File: config.mk
export PLATFORM = sky130hd
export DESIGN_NAME = issue_core
export DESIGN_NICKNAME = d
export VERILOG_FILES = /design/src/logic/issue_pkg.sv /design/src/logic/issue_core.sv /design/src/logic/issue_port.sv /design/src/logic/decode_stage.sv /design/src/logic/hazard_detection.sv /design/src/logic/fetch_buffer.sv
export SDC_FILE = /design/constraint.sdc
export NUM_CORES = 1
export LEC_CHECK = 0
export BUFFER_PORTS_ARGS = -buffer_cell sky130_fd_sc_hd__buf_4
export CORE_MARGIN = 3
export CORE_UTILIZATION = 51
export CTS_BUF_LIST = sky130_fd_sc_hd__clkbuf_8
export DETAILED_ROUTE_END_ITERATION = 8
export PLACE_DENSITY = 0.77
export SLEW_MARGIN = 5
export SYNTH_ARGS = -nofsm -noshare
export SYNTH_HDL_FRONTEND = slang
export SYNTH_SLANG_ARGS = --single-unit
File: constraint.sdc
create_clock -name clk -period 2.43 [get_ports clk]
set_input_delay 0.1215 -clock clk [delete_from_list [all_inputs] [get_ports clk]]
set_output_delay 0.1215 -clock clk [all_outputs]
set_load 0.01 [all_outputs]
File: src/logic/issue_pkg.sv
`default_nettype none

package issue_pkg;

	localparam int INSTR_W = 16;                // Instruction word width.

	// ~~~~~~~~~~~~~~~~~~~~~~~~~~~~~~~~~~~~~~~~
	// Opcodes
	// ~~~~~~~~~~~~~~~~~~~~~~~~~~~~~~~~~~~~~~~~
	localparam logic [3:0] OP_LOAD  = 4'b1000;  // Memory read into rt.
	localparam logic [3:0] OP_STORE = 4'b1001;  // Memory write.
	localparam logic [3:0] OP_LHB   = 4'b1010;  // Load high byte.
	localparam logic [3:0] OP_LLB   = 4'b1011;  // Load low byte.
	localparam logic [3:0] OP_HALT  = 4'b1111;  // Stop the machine.

	// One instruction word, seen as register form or immediate form.
	typedef union packed {
		struct packed {
			logic [3:0] op;                     // Opcode.
			logic [3:0] rd;                     // Destination.
			logic [3:0] rs;                     // First source.
			logic [3:0] rt;                     // Second source.
		} r;
		struct packed {
			logic [3:0]         op;             // Opcode.
			logic [3:0]         rd;             // Register in bits 11:8.
			logic [INSTR_W-9:0] imm;            // Byte immediate.
		} i;
	} instr_u;

	// First source register read by an instruction.
	// Store and the byte loads read bits 11:8, everything else bits 7:4.
	function automatic logic [3:0] first_source(input instr_u instr);
		logic [3:0] src;
		case (instr.r.op)
			OP_STORE, OP_LHB, OP_LLB: src = instr.i.rd;   // Upper register field.
			default:                  src = instr.r.rs;   // Usual rs field.
		endcase
		return src;
	endfunction

endpackage

`default_nettype wire
File: src/logic/issue_core.sv
`timescale 1ns/1ps
`default_nettype none

// Pipeline front: intake, IF/ID, ID/EX, issue.
module issue_core #(
	parameter int HALT_DRAIN = 3                // Advances from halt to halted.
) (
	input  wire                clk,
	input  wire                rst_n,
	input  wire                in_valid,
	input  wire issue_pkg::instr_u in_instr,
	output logic               in_ready,
	output logic               out_valid,
	output issue_pkg::instr_u  out_instr,
	input  wire                out_ready,
	output logic               halted
);

	logic              advance;                 // Whole pipe moves.
	logic              ifid_valid;
	issue_pkg::instr_u ifid_instr;
	logic              idex_valid;
	issue_pkg::instr_u idex_instr;
	logic              idex_memread;
	logic              stall;                   // Load-use or halted.
	logic              halt_seen;               // Intake closed.

	fetch_buffer fetch0 (
		.clk       (clk),
		.rst_n     (rst_n),
		.in_valid  (in_valid),
		.in_instr  (in_instr),
		.in_ready  (in_ready),
		.advance   (advance),
		.stall     (stall),
		.halt_seen (halt_seen),
		.ifid_valid(ifid_valid),
		.ifid_instr(ifid_instr)
	);

	hazard_detection #(.HALT_DRAIN(HALT_DRAIN)) hazard0 (
		.clk         (clk),
		.rst_n       (rst_n),
		.ifid_valid  (ifid_valid),
		.ifid_instr  (ifid_instr),
		.idex_instr  (idex_instr),
		.idex_memread(idex_memread),
		.advance     (advance),
		.stall       (stall),
		.halt_seen   (halt_seen),
		.halted      (halted)
	);

	decode_stage decode0 (
		.clk         (clk),
		.rst_n       (rst_n),
		.ifid_valid  (ifid_valid),
		.ifid_instr  (ifid_instr),
		.stall       (stall),
		.advance     (advance),
		.idex_valid  (idex_valid),
		.idex_instr  (idex_instr),
		.idex_memread(idex_memread)
	);

	issue_port issue0 (
		.clk       (clk),
		.rst_n     (rst_n),
		.idex_valid(idex_valid),
		.idex_instr(idex_instr),
		.out_ready (out_ready),
		.out_valid (out_valid),
		.out_instr (out_instr),
		.advance   (advance)
	);

endmodule

`default_nettype wire

File: src/logic/issue_port.sv
`timescale 1ns/1ps
`default_nettype none

// Output register toward execute, source of the pipeline advance.
module issue_port (
	input  wire                clk,
	input  wire                rst_n,
	input  wire                idex_valid,      // ID/EX holds a word.
	input  wire issue_pkg::instr_u idex_instr,  // Word in execute.
	input  wire                out_ready,       // Execute accepts.
	output logic               out_valid,       // Issued word present.
	output issue_pkg::instr_u  out_instr,       // Issued word.
	output logic               advance          // Pipeline moves this edge.
);

	logic load_out;                             // Real word into output.

	// Empty slot or a transfer this cycle frees the register.
	assign advance  = ~out_valid | out_ready;
	assign load_out = advance & idex_valid;

	// ~~~~~~~~~~~~~~~~~~~~~~~~~~~~~~~~~~~~~~~~
	// Output register
	// ~~~~~~~~~~~~~~~~~~~~~~~~~~~~~~~~~~~~~~~~
	always_ff @(posedge clk) begin
		if (!rst_n) begin
			out_valid <= 1'b0;
		end else if (advance) begin
			out_valid <= idex_valid;            // Bubbles stay invisible.
		end
	end

	// Held stable under back-pressure.
	always_ff @(posedge clk) begin
		if (load_out) begin
			out_instr <= idex_instr;
		end
	end

endmodule

`default_nettype wire

File: src/logic/decode_stage.sv
`timescale 1ns/1ps
`default_nettype none

// ID/EX register with bubble insertion and memread decode.
module decode_stage (
	input  wire                clk,
	input  wire                rst_n,
	input  wire                ifid_valid,      // IF/ID holds a word.
	input  wire issue_pkg::instr_u ifid_instr,  // Word in decode.
	input  wire                stall,           // Insert a bubble.
	input  wire                advance,         // Pipeline moves this edge.
	output logic               idex_valid,      // ID/EX holds a word.
	output issue_pkg::instr_u  idex_instr,      // Word in execute.
	output logic               idex_memread     // ID/EX holds a load.
);

	logic take_ifid;                            // IF/ID moves in.
	logic is_load;                              // Decoded memread.

	assign take_ifid = advance & ifid_valid & ~stall;
	assign is_load   = (ifid_instr.r.op == issue_pkg::OP_LOAD);

	// ~~~~~~~~~~~~~~~~~~~~~~~~~~~~~~~~~~~~~~~~
	// ID/EX control
	// ~~~~~~~~~~~~~~~~~~~~~~~~~~~~~~~~~~~~~~~~
	always_ff @(posedge clk) begin
		if (!rst_n) begin
			idex_valid   <= 1'b0;
			idex_memread <= 1'b0;
		end else if (advance) begin
			if (take_ifid) begin
				idex_valid   <= 1'b1;           // Real instruction.
				idex_memread <= is_load;
			end else begin
				idex_valid   <= 1'b0;           // Bubble.
				idex_memread <= 1'b0;           // A bubble never loads.
			end
		end
	end

	// Payload only changes when a real word enters.
	always_ff @(posedge clk) begin
		if (take_ifid) begin
			idex_instr <= ifid_instr;
		end
	end

endmodule

`default_nettype wire

File: src/logic/hazard_detection.sv
`timescale 1ns/1ps
`default_nettype none

// Load-use check between IF/ID and ID/EX, and halt draining.
module hazard_detection #(
	parameter int HALT_DRAIN = 3                // Advances from halt to halted.
) (
	input  wire                clk,
	input  wire                rst_n,
	input  wire                ifid_valid,      // IF/ID holds a word.
	input  wire issue_pkg::instr_u ifid_instr,  // Word in decode.
	input  wire issue_pkg::instr_u idex_instr,  // Word in execute.
	input  wire                idex_memread,    // ID/EX holds a load.
	input  wire                advance,         // Pipeline moves this edge.
	output logic               stall,           // Hold IF/ID, bubble ID/EX.
	output logic               halt_seen,       // Halt reached IF/ID.
	output logic               halted           // Sticky, pipe drained.
);

	logic [3:0]            ifid_rs;             // First source of IF/ID.
	logic [3:0]            ifid_rt;             // Second source of IF/ID.
	logic [3:0]            idex_rt;             // Load destination.
	logic                  load_use;            // Data hazard.
	logic                  halt_in_ifid;        // Valid halt in decode.
	logic                  halt_move;           // Halt leaves IF/ID.
	logic                  halt_seen_q;         // Halt was seen earlier.
	logic [HALT_DRAIN-1:0] drain_q;             // Halt drain chain.
	logic                  halted_q;            // Sticky halt flag.

	// ~~~~~~~~~~~~~~~~~~~~~~~~~~~~~~~~~~~~~~~~
	// Load-use
	// ~~~~~~~~~~~~~~~~~~~~~~~~~~~~~~~~~~~~~~~~
	assign ifid_rs = issue_pkg::first_source(ifid_instr);
	assign ifid_rt = ifid_instr.r.rt;           // Always bits 3:0.
	assign idex_rt = idex_instr.r.rt;           // Load writes its low nibble.

	// memread is registered, so only compares sit in this path
	assign load_use = ifid_valid & idex_memread &
		((ifid_rs == idex_rt) | (ifid_rt == idex_rt));

	assign stall = load_use | halted;           // Halted freezes the pipe.

	// ~~~~~~~~~~~~~~~~~~~~~~~~~~~~~~~~~~~~~~~~
	// Halt
	// ~~~~~~~~~~~~~~~~~~~~~~~~~~~~~~~~~~~~~~~~
	assign halt_in_ifid = ifid_valid & (ifid_instr.r.op == issue_pkg::OP_HALT);
	assign halt_move    = halt_in_ifid & ~load_use;   // Enters ID/EX on advance.
	assign halt_seen    = halt_in_ifid | halt_seen_q;

	always_ff @(posedge clk) begin
		if (!rst_n) begin
			halt_seen_q <= 1'b0;
		end else if (halt_in_ifid) begin
			halt_seen_q <= 1'b1;                // Stays set until reset.
		end
	end

	// Drain chain follows the halt down the pipe.
	always_ff @(posedge clk) begin
		if (!rst_n) begin
			drain_q <= '0;
		end else if (advance) begin
			drain_q[0] <= halt_move;            // Halt enters ID/EX.
			for (int i = 1; i < HALT_DRAIN; i++) begin
				drain_q[i] <= drain_q[i-1];     // One stage per advance.
			end
		end
	end

	always_ff @(posedge clk) begin
		if (!rst_n) begin
			halted_q <= 1'b0;
		end else if (drain_q[HALT_DRAIN-1]) begin
			halted_q <= 1'b1;                   // Chain output reached.
		end
	end

	// Rises with the chain output, held by the flag afterwards.
	assign halted = halted_q | drain_q[HALT_DRAIN-1];

endmodule

`default_nettype wire

File: src/logic/fetch_buffer.sv
`timescale 1ns/1ps
`default_nettype none

// IF/ID register with a valid/ready intake.
// Accepts a word only when the register can also move on this cycle.
module fetch_buffer (
	input  wire                clk,
	input  wire                rst_n,
	input  wire                in_valid,        // Intake word present.
	input  wire issue_pkg::instr_u in_instr,    // Intake word.
	output logic               in_ready,        // Intake may transfer.
	input  wire                advance,         // Pipeline moves this edge.
	input  wire                stall,           // Hold IF/ID.
	input  wire                halt_seen,       // Halt reached IF/ID.
	output logic               ifid_valid,      // IF/ID holds a word.
	output issue_pkg::instr_u  ifid_instr       // IF/ID word.
);

	logic ifid_consumed;                        // Decode takes IF/ID.
	logic ifid_free;                            // Room for a new word.
	logic take;                                 // Intake transfer.

	// ~~~~~~~~~~~~~~~~~~~~~~~~~~~~~~~~~~~~~~~~
	// Intake control
	// ~~~~~~~~~~~~~~~~~~~~~~~~~~~~~~~~~~~~~~~~
	assign ifid_consumed = advance & ~stall;    // Moves into ID/EX.
	assign ifid_free     = ~ifid_valid | ifid_consumed;

	// A halt in IF/ID closes the intake for good.
	assign in_ready = advance & ~stall & ~halt_seen & ifid_free;
	assign take     = in_valid & in_ready;      // Handshake.

	// ~~~~~~~~~~~~~~~~~~~~~~~~~~~~~~~~~~~~~~~~
	// IF/ID register
	// ~~~~~~~~~~~~~~~~~~~~~~~~~~~~~~~~~~~~~~~~
	always_ff @(posedge clk) begin
		if (!rst_n) begin
			ifid_valid <= 1'b0;                 // Empty after reset.
		end else if (take) begin
			ifid_valid <= 1'b1;                 // New word arrives.
		end else if (ifid_consumed) begin
			ifid_valid <= 1'b0;                 // Moved on with nothing behind it.
		end
	end

	// Payload follows the valid bit.
	always_ff @(posedge clk) begin
		if (take) begin
			ifid_instr <= in_instr;
		end
	end

endmodule

`default_nettype wire

=== Word level (Yosys, flattened, before mapping) ===
Index checks and enable logic that the tools add are counted.

* Equal/unequal tests: 7
* Multiplexer cells: 5
* Bitwise logic cells: 22
* Reduce and logical (&&, ||, !) cells: 2

{| class="wikitable"
|+ Operators by type and width
! kind !! number
|-
| $eq A4 B4 Y1 const B || 5
|-
| $and A1 B1 Y1 || 11
|-
| $eq A4 B4 Y1 || 2
|-
| $or A1 B1 Y1 || 6
|-
| $not A1 Y1 || 5
|-
| $mux W1 || 4
|-
| $mux W4 || 1
|-
| $reduce_or A3 Y1 || 1
|-
| $reduce_bool A2 Y1 || 1
|}

* Flip-flop bits (word level): 57
* Output and inout port bits: 19
* Logic and storage cells: 46

=== Depth between registers and ports, before layout ===
* Depth in word-level cells: 13
* Mapped depth: 6
* Depth with buffers taken out: 6

=== Cells and area by module ===
From an unflattened synthesis, not the netlist that was laid out.

* Cells, all modules: 117
* Area total of the unflattened synthesis: 2059.5 um^2

{| class="wikitable"
|+ Modules (own cells, without submodules)
! module !! times used !! cells an instance !! area an instance (um^2)
|-
| decode_stage || 1 || 25 || 574.3
|-
| issue_port || 1 || 21 || 538.0
|-
| fetch_buffer || 1 || 22 || 536.8
|-
| hazard_detection || 1 || 49 || 410.4
|}

=== Worst setup path before layout ===
OpenSTA, ideal clock, no wires.

* Path type: register to register
* From: register decode0.idex_instr[3] (netlist name)
* To: register decode0.idex_instr[0] (netlist name), enable pin
* Arrival time: 2.126 ns
* Setup slack: -0.099 ns
* Cell stages (with the launch flop): 6
* Cell sequence: edfxtp_1 -> xnor2_1 -> o221a_2 -> a221oi_1 -> a221oi_2 -> a31oi_1

* Word-level cells in the longest chain between the ends: 6
* Elaborated cells on any way between the ends: 7
* Classes of those cells: eq/ne: 2; bitwise: 5

{| class="wikitable"
|+ RTL lines
! item !! line !! RTL
|-
| from (decl) || decode_stage.sv:13 || <nowiki>output issue_pkg::instr_u idex_instr,</nowiki>
|-
| from (signal assigned) || decode_stage.sv:44 || <nowiki>idex_instr <= ifid_instr;</nowiki>
|-
| $eq A4 B4 Y1 || hazard_detection.sv:39 || <nowiki>((ifid_rs == idex_rt) | (ifid_rt == idex_rt));</nowiki>
|-
| $or A1 B1 Y1 * || hazard_detection.sv:39 ||
|-
| $and A1 B1 Y1 * || hazard_detection.sv:38 || <nowiki>assign load_use = ifid_valid & idex_memread &</nowiki>
|-
| $or A1 B1 Y1 * || hazard_detection.sv:41 || <nowiki>assign stall = load_use | halted;</nowiki>
|-
| $not A1 Y1 * || decode_stage.sv:20 || <nowiki>assign take_ifid = advance & ifid_valid & ~stall;</nowiki>
|-
| $and A1 B1 Y1 * || decode_stage.sv:20 ||
|-
| via decode0.take_ifid || decode_stage.sv:17 || <nowiki>logic take_ifid;</nowiki>
|}

The timed path passes the listed nets; every way through them passes the cells marked *.
A chain may end at the register's enable or synchronous reset.

=== Final worst setup path ===
* From: register fetch0.ifid_instr[13] (netlist name)
* To: output port in_ready

* Word-level cells in the longest chain between the ends: 11
* Elaborated cells on any way between the ends: 18
* Classes of those cells: eq/ne: 5; mux: 1; bitwise: 11; reduce/logical: 1

{| class="wikitable"
|+ RTL lines
! item !! line !! RTL
|-
| from (decl) || fetch_buffer.sv:16 || <nowiki>output issue_pkg::instr_u ifid_instr</nowiki>
|-
| from (signal assigned) || fetch_buffer.sv:49 || <nowiki>ifid_instr <= in_instr;</nowiki>
|-
| $eq A4 B4 Y1 || issue_pkg.sv:35 || <nowiki>case (instr.r.op)</nowiki>
|-
| $reduce_or A3 Y1 || issue_pkg.sv:35 ||
|-
| $mux W4 || issue_pkg.sv:35 ||
|-
| $eq A4 B4 Y1 || hazard_detection.sv:39 ||
|-
| $or A1 B1 Y1 || hazard_detection.sv:39 ||
|-
| $and A1 B1 Y1 || hazard_detection.sv:38 ||
|-
| $or A1 B1 Y1 || hazard_detection.sv:41 ||
|-
| $not A1 Y1 || fetch_buffer.sv:26, fetch_buffer.sv:30 ||
|-
| $and A1 B1 Y1 || fetch_buffer.sv:26, fetch_buffer.sv:30 ||
|-
| $and A1 B1 Y1 or $or A1 B1 Y1 (tied branches) || fetch_buffer.sv:30, fetch_buffer.sv:27 ||
|-
| $and A1 B1 Y1 * || fetch_buffer.sv:30 || <nowiki>assign in_ready = advance & ~stall & ~halt_seen & ifid_free;</nowiki>
|-
| to (decl) || issue_core.sv:12 || <nowiki>output logic in_ready,</nowiki>
|}

Every way passes the cells marked *; elsewhere a longest branch is shown, timed or not.

==> flow_summary.toml <==
[outcome]
status = "complete, but fails checks"
violations = "setup timing"

[cts]
cts_max_level = 3
cts.sinks = 57
numCtsBuffers = 9
clock_latency_ps = 320
cts_root_buffer = "clkbuf_8"
tritoncts = "done"
clk_path_buf_depth = 2
clk_pin_slew_ps = 60

[synthesis]
yosys.area.top_type = "edfxtp_1"
synthAdderAreaFrac_pct = 0
synth_compound_area_share_pct = 5.29
yosys_warnings = 0
synth_nets = 137
netlist.area_leader.share_pct = 70.9
synthMuxAreaShare_pct = 2.28
synth.area.top_cells = "edfxtp_1 (71%), dfxtp_1 (8.9%), xor2_1 (1.7%)"
yosysUniqueCellTypes = 31
synthXorXnorAreaFrac_pct = 2.58
synth_top_family_by_area = "simple AND/OR/NAND/NOR gates"
ys_seq_area_share_pct = 79.8
ys_seq_elements = 57
syn_area_sq_mm = 0.00203
synthSimpleGateAreaFrac_pct = 9.35
netlist_instances = 117
avgSynthCellArea_sq_um = 17.4

[finish]
postLayoutCoreUtil_pct = 75.4
antenna_cells = 0
nets = 209
fillers = 239
drive_gt1_share_pct = 38.1
design_area_sq_mm = 0.00282
syn_to_final_growth_pct = 38.8

[timing]
whs_ps = 56.4
setup-violations-final = 1
slew_violations = 0
rsz0062_at_grt = "yes"
max_clock_freq_mhz = 409
fin_crit_ps = 2440
finalHoldViolCount = 0
fin_crit_sh_pct = 101
slew_headroom_pct = 71.1
tightest_slew_ps = 432
clock_skew_ps = 8.32
worst_slack_ps = -13.2
fin_tns_setup_ps = -13.2

[setup_path]
crit_type = "flip-flop to output pin"
cp_max_fo = 3
end_kind = "output pin"
crit_arrival_ps = 2320
worstSetupStartpointType = "flip-flop"
crit_required_ps = 2310

[place]
io_buffer_count = 38
dp_hpwl_microns = 2270
place_area_sq_mm = 0.00242
gp_congestion = 0.887
dpl_worst_slack_ps = -30.4

[drt]
postRouteAntennaNets = 0
wirelength_microns = 3560
wire_per_inst_microns = 14.7
dr.pass1.iters = 4
viasPerCell = 4.94
drcViolationCount = 0
drt_iter0_markers = 45
num_vias = 1196

[pwr]
p_leak_nw = 1.11
p_seq_share_pct = 54.9
internal_power_mw = 1.65
ir_drop_uv = 707
power.switching_uw = 418
p_clk_share_pct = 37.6
power_density_mw_per_mm2 = 734
swShare_pct = 20.2
power_frac_comb_pct = 7.5

[floorplan]
die_w_microns = 69.1
initial_core_util_pct = 54.3
die_y_microns = 69.1
row_count = 22
boundaryPins = 39
die_area_sq_mm = 0.00478
core_area_sq_mm = 0.00374

[grt]
grt_pass1_wl_microns = 6000
grt_pass1_vias = 1285
grt_max_degree = 17
grt_usage_pct = 16.8
antenna_found_initial = 0
grt_overflow = 0

[flow_run]
cap_violations = 0

[min_path]
min_path_type = "primary input to flip-flop"
timing repair:
action | in CTS | in global routing
hold buffers | 16 | 0
gates resized for setup | 3 | 5
buffers inserted | 2 | 1
pin swaps | 2 | 3
endpoints found under the setup margin | 17 | 13
hold endpoints to repair | 16 | 0
metal layers:
metal  GRT usage (%)  wire length [microns]  vias up
met4            12.8                     30        0
met1            18.7                   1360      557
met5               0                      0        -
met3            4.81                    233        2
li1                -                      -      589
met2            26.9                   1930       48
metrics by stage:
stage / power [mW] / cells
2_1_floorplan: 1.21 / 117
3_3_place_gp: 1.27 / 207
3_5_place_dp: 1.27 / 207
4_1_cts: 2.08 / 241
5_1_grt: 2.17 / 242
6_report: 2.07 / 242
registers in the layout, indices dropped and copies added (netlist names), 3 cells and up:
signal,cells
decode0.idex_instr,16
fetch0.ifid_instr,16
hazard0.drain_q,3
issue0.out_instr,16
cell usage after synthesis (all sizes together):
cell type,instances
edfxtp,48
dfxtp,9
nor2,9
nand2,5
nand3,4
nor2b,4
xor2,4
and2,3
inv,3
or2,3
a221oi,2
a31oi,2
a32o,2
and3,2
mux2,2
mux2i,2
nor4,2
o221a,2
xnor2,2
a21oi,1
a41oi,1
clkbuf,1
nand4,1
nor3,1
nor3b,1
o21a,1
cells in the final DEF, fill, tap and decap left out, types with 2 or more instances in the layout:
master         instances
clkbuf_8               9
inv_1                  6
and2_1                 2
a32o_1                 2
edfxtp_1              48
o221a_2                2
xnor2_1                2
nor2b_4                2
mux2_4                 2
dfxtp_1                9
mux2i_1                2
nor4_1                 2
nor2_1                 9
xor2_1                 4
nand3_1                4
buf_4                 45
dlygate4sd3_1         16
clkinv_2               2
nand2_1                4
or2_2                  2
nor2b_1                2
layout make-up:
class	count	area, sq um	share of cell area (%)
timing repair buffer	62	509	18.0
tap	48	60.1	2.13
clock inverter	7	55.1	1.95
clock buffer	9	124	4.39
multi-input combinational	56	442	15.6
sequential	57	1620	57.4
inverter	3	11.3	0.399
cell families (layout without fill, tap and decap cells):
logic type | count (synthesis) | count (layout)
buffers and inverters | 4 | 81
DFF | 57 | 57
xor gates and xnor gates | 6 | 6
AOI/OAI and AO/OA | 11 | 11
muxes | 4 | 4
and+or+nand+nor | 35 | 35
power by group through the flow:
| stage | combinational (mW) | clock [mW] | sequential [mW] |
|---|---|---|---|
| 2_1_floorplan | 0.0570 | 0 | 1.15 |
| 3_3_place_gp | 0.112 | 0 | 1.16 |
| 3_5_place_dp | 0.116 | 0 | 1.16 |
| 4_1_cts | 0.146 | 0.802 | 1.14 |
| 5_1_grt | 0.166 | 0.862 | 1.14 |
| 6_report | 0.154 | 0.779 | 1.14 |
worst paths after layout:
kind | startpoint | to | slack, ps | cells past startpoint
max reg2reg | decode0.idex_instr[3]$_DFFE_PP_ | fetch0.ifid_instr[7]$_DFFE_PP_ | 150 | 6
min | rst_n | decode0.idex_valid$_SDFFE_PN0N_ | 60 | 2
max | fetch0.ifid_instr[13]$_DFFE_PP_ | in_ready | -10 | 8
min reg2reg | decode0.idex_instr[11]$_DFFE_PP_ | issue0.out_instr[11]$_DFFE_PP_ | 410 | 0
critical path: stages (launching register included):
cell	delay [ps]
edfxtp_1	400
or2_4	290
nand2_4	80
mux2_4	310
a221oi_4	330
a41oi_2	180
buf_4	170
and2_4	130
buf_6	110
No activity file was read; power rests on OpenSTA's default activity.
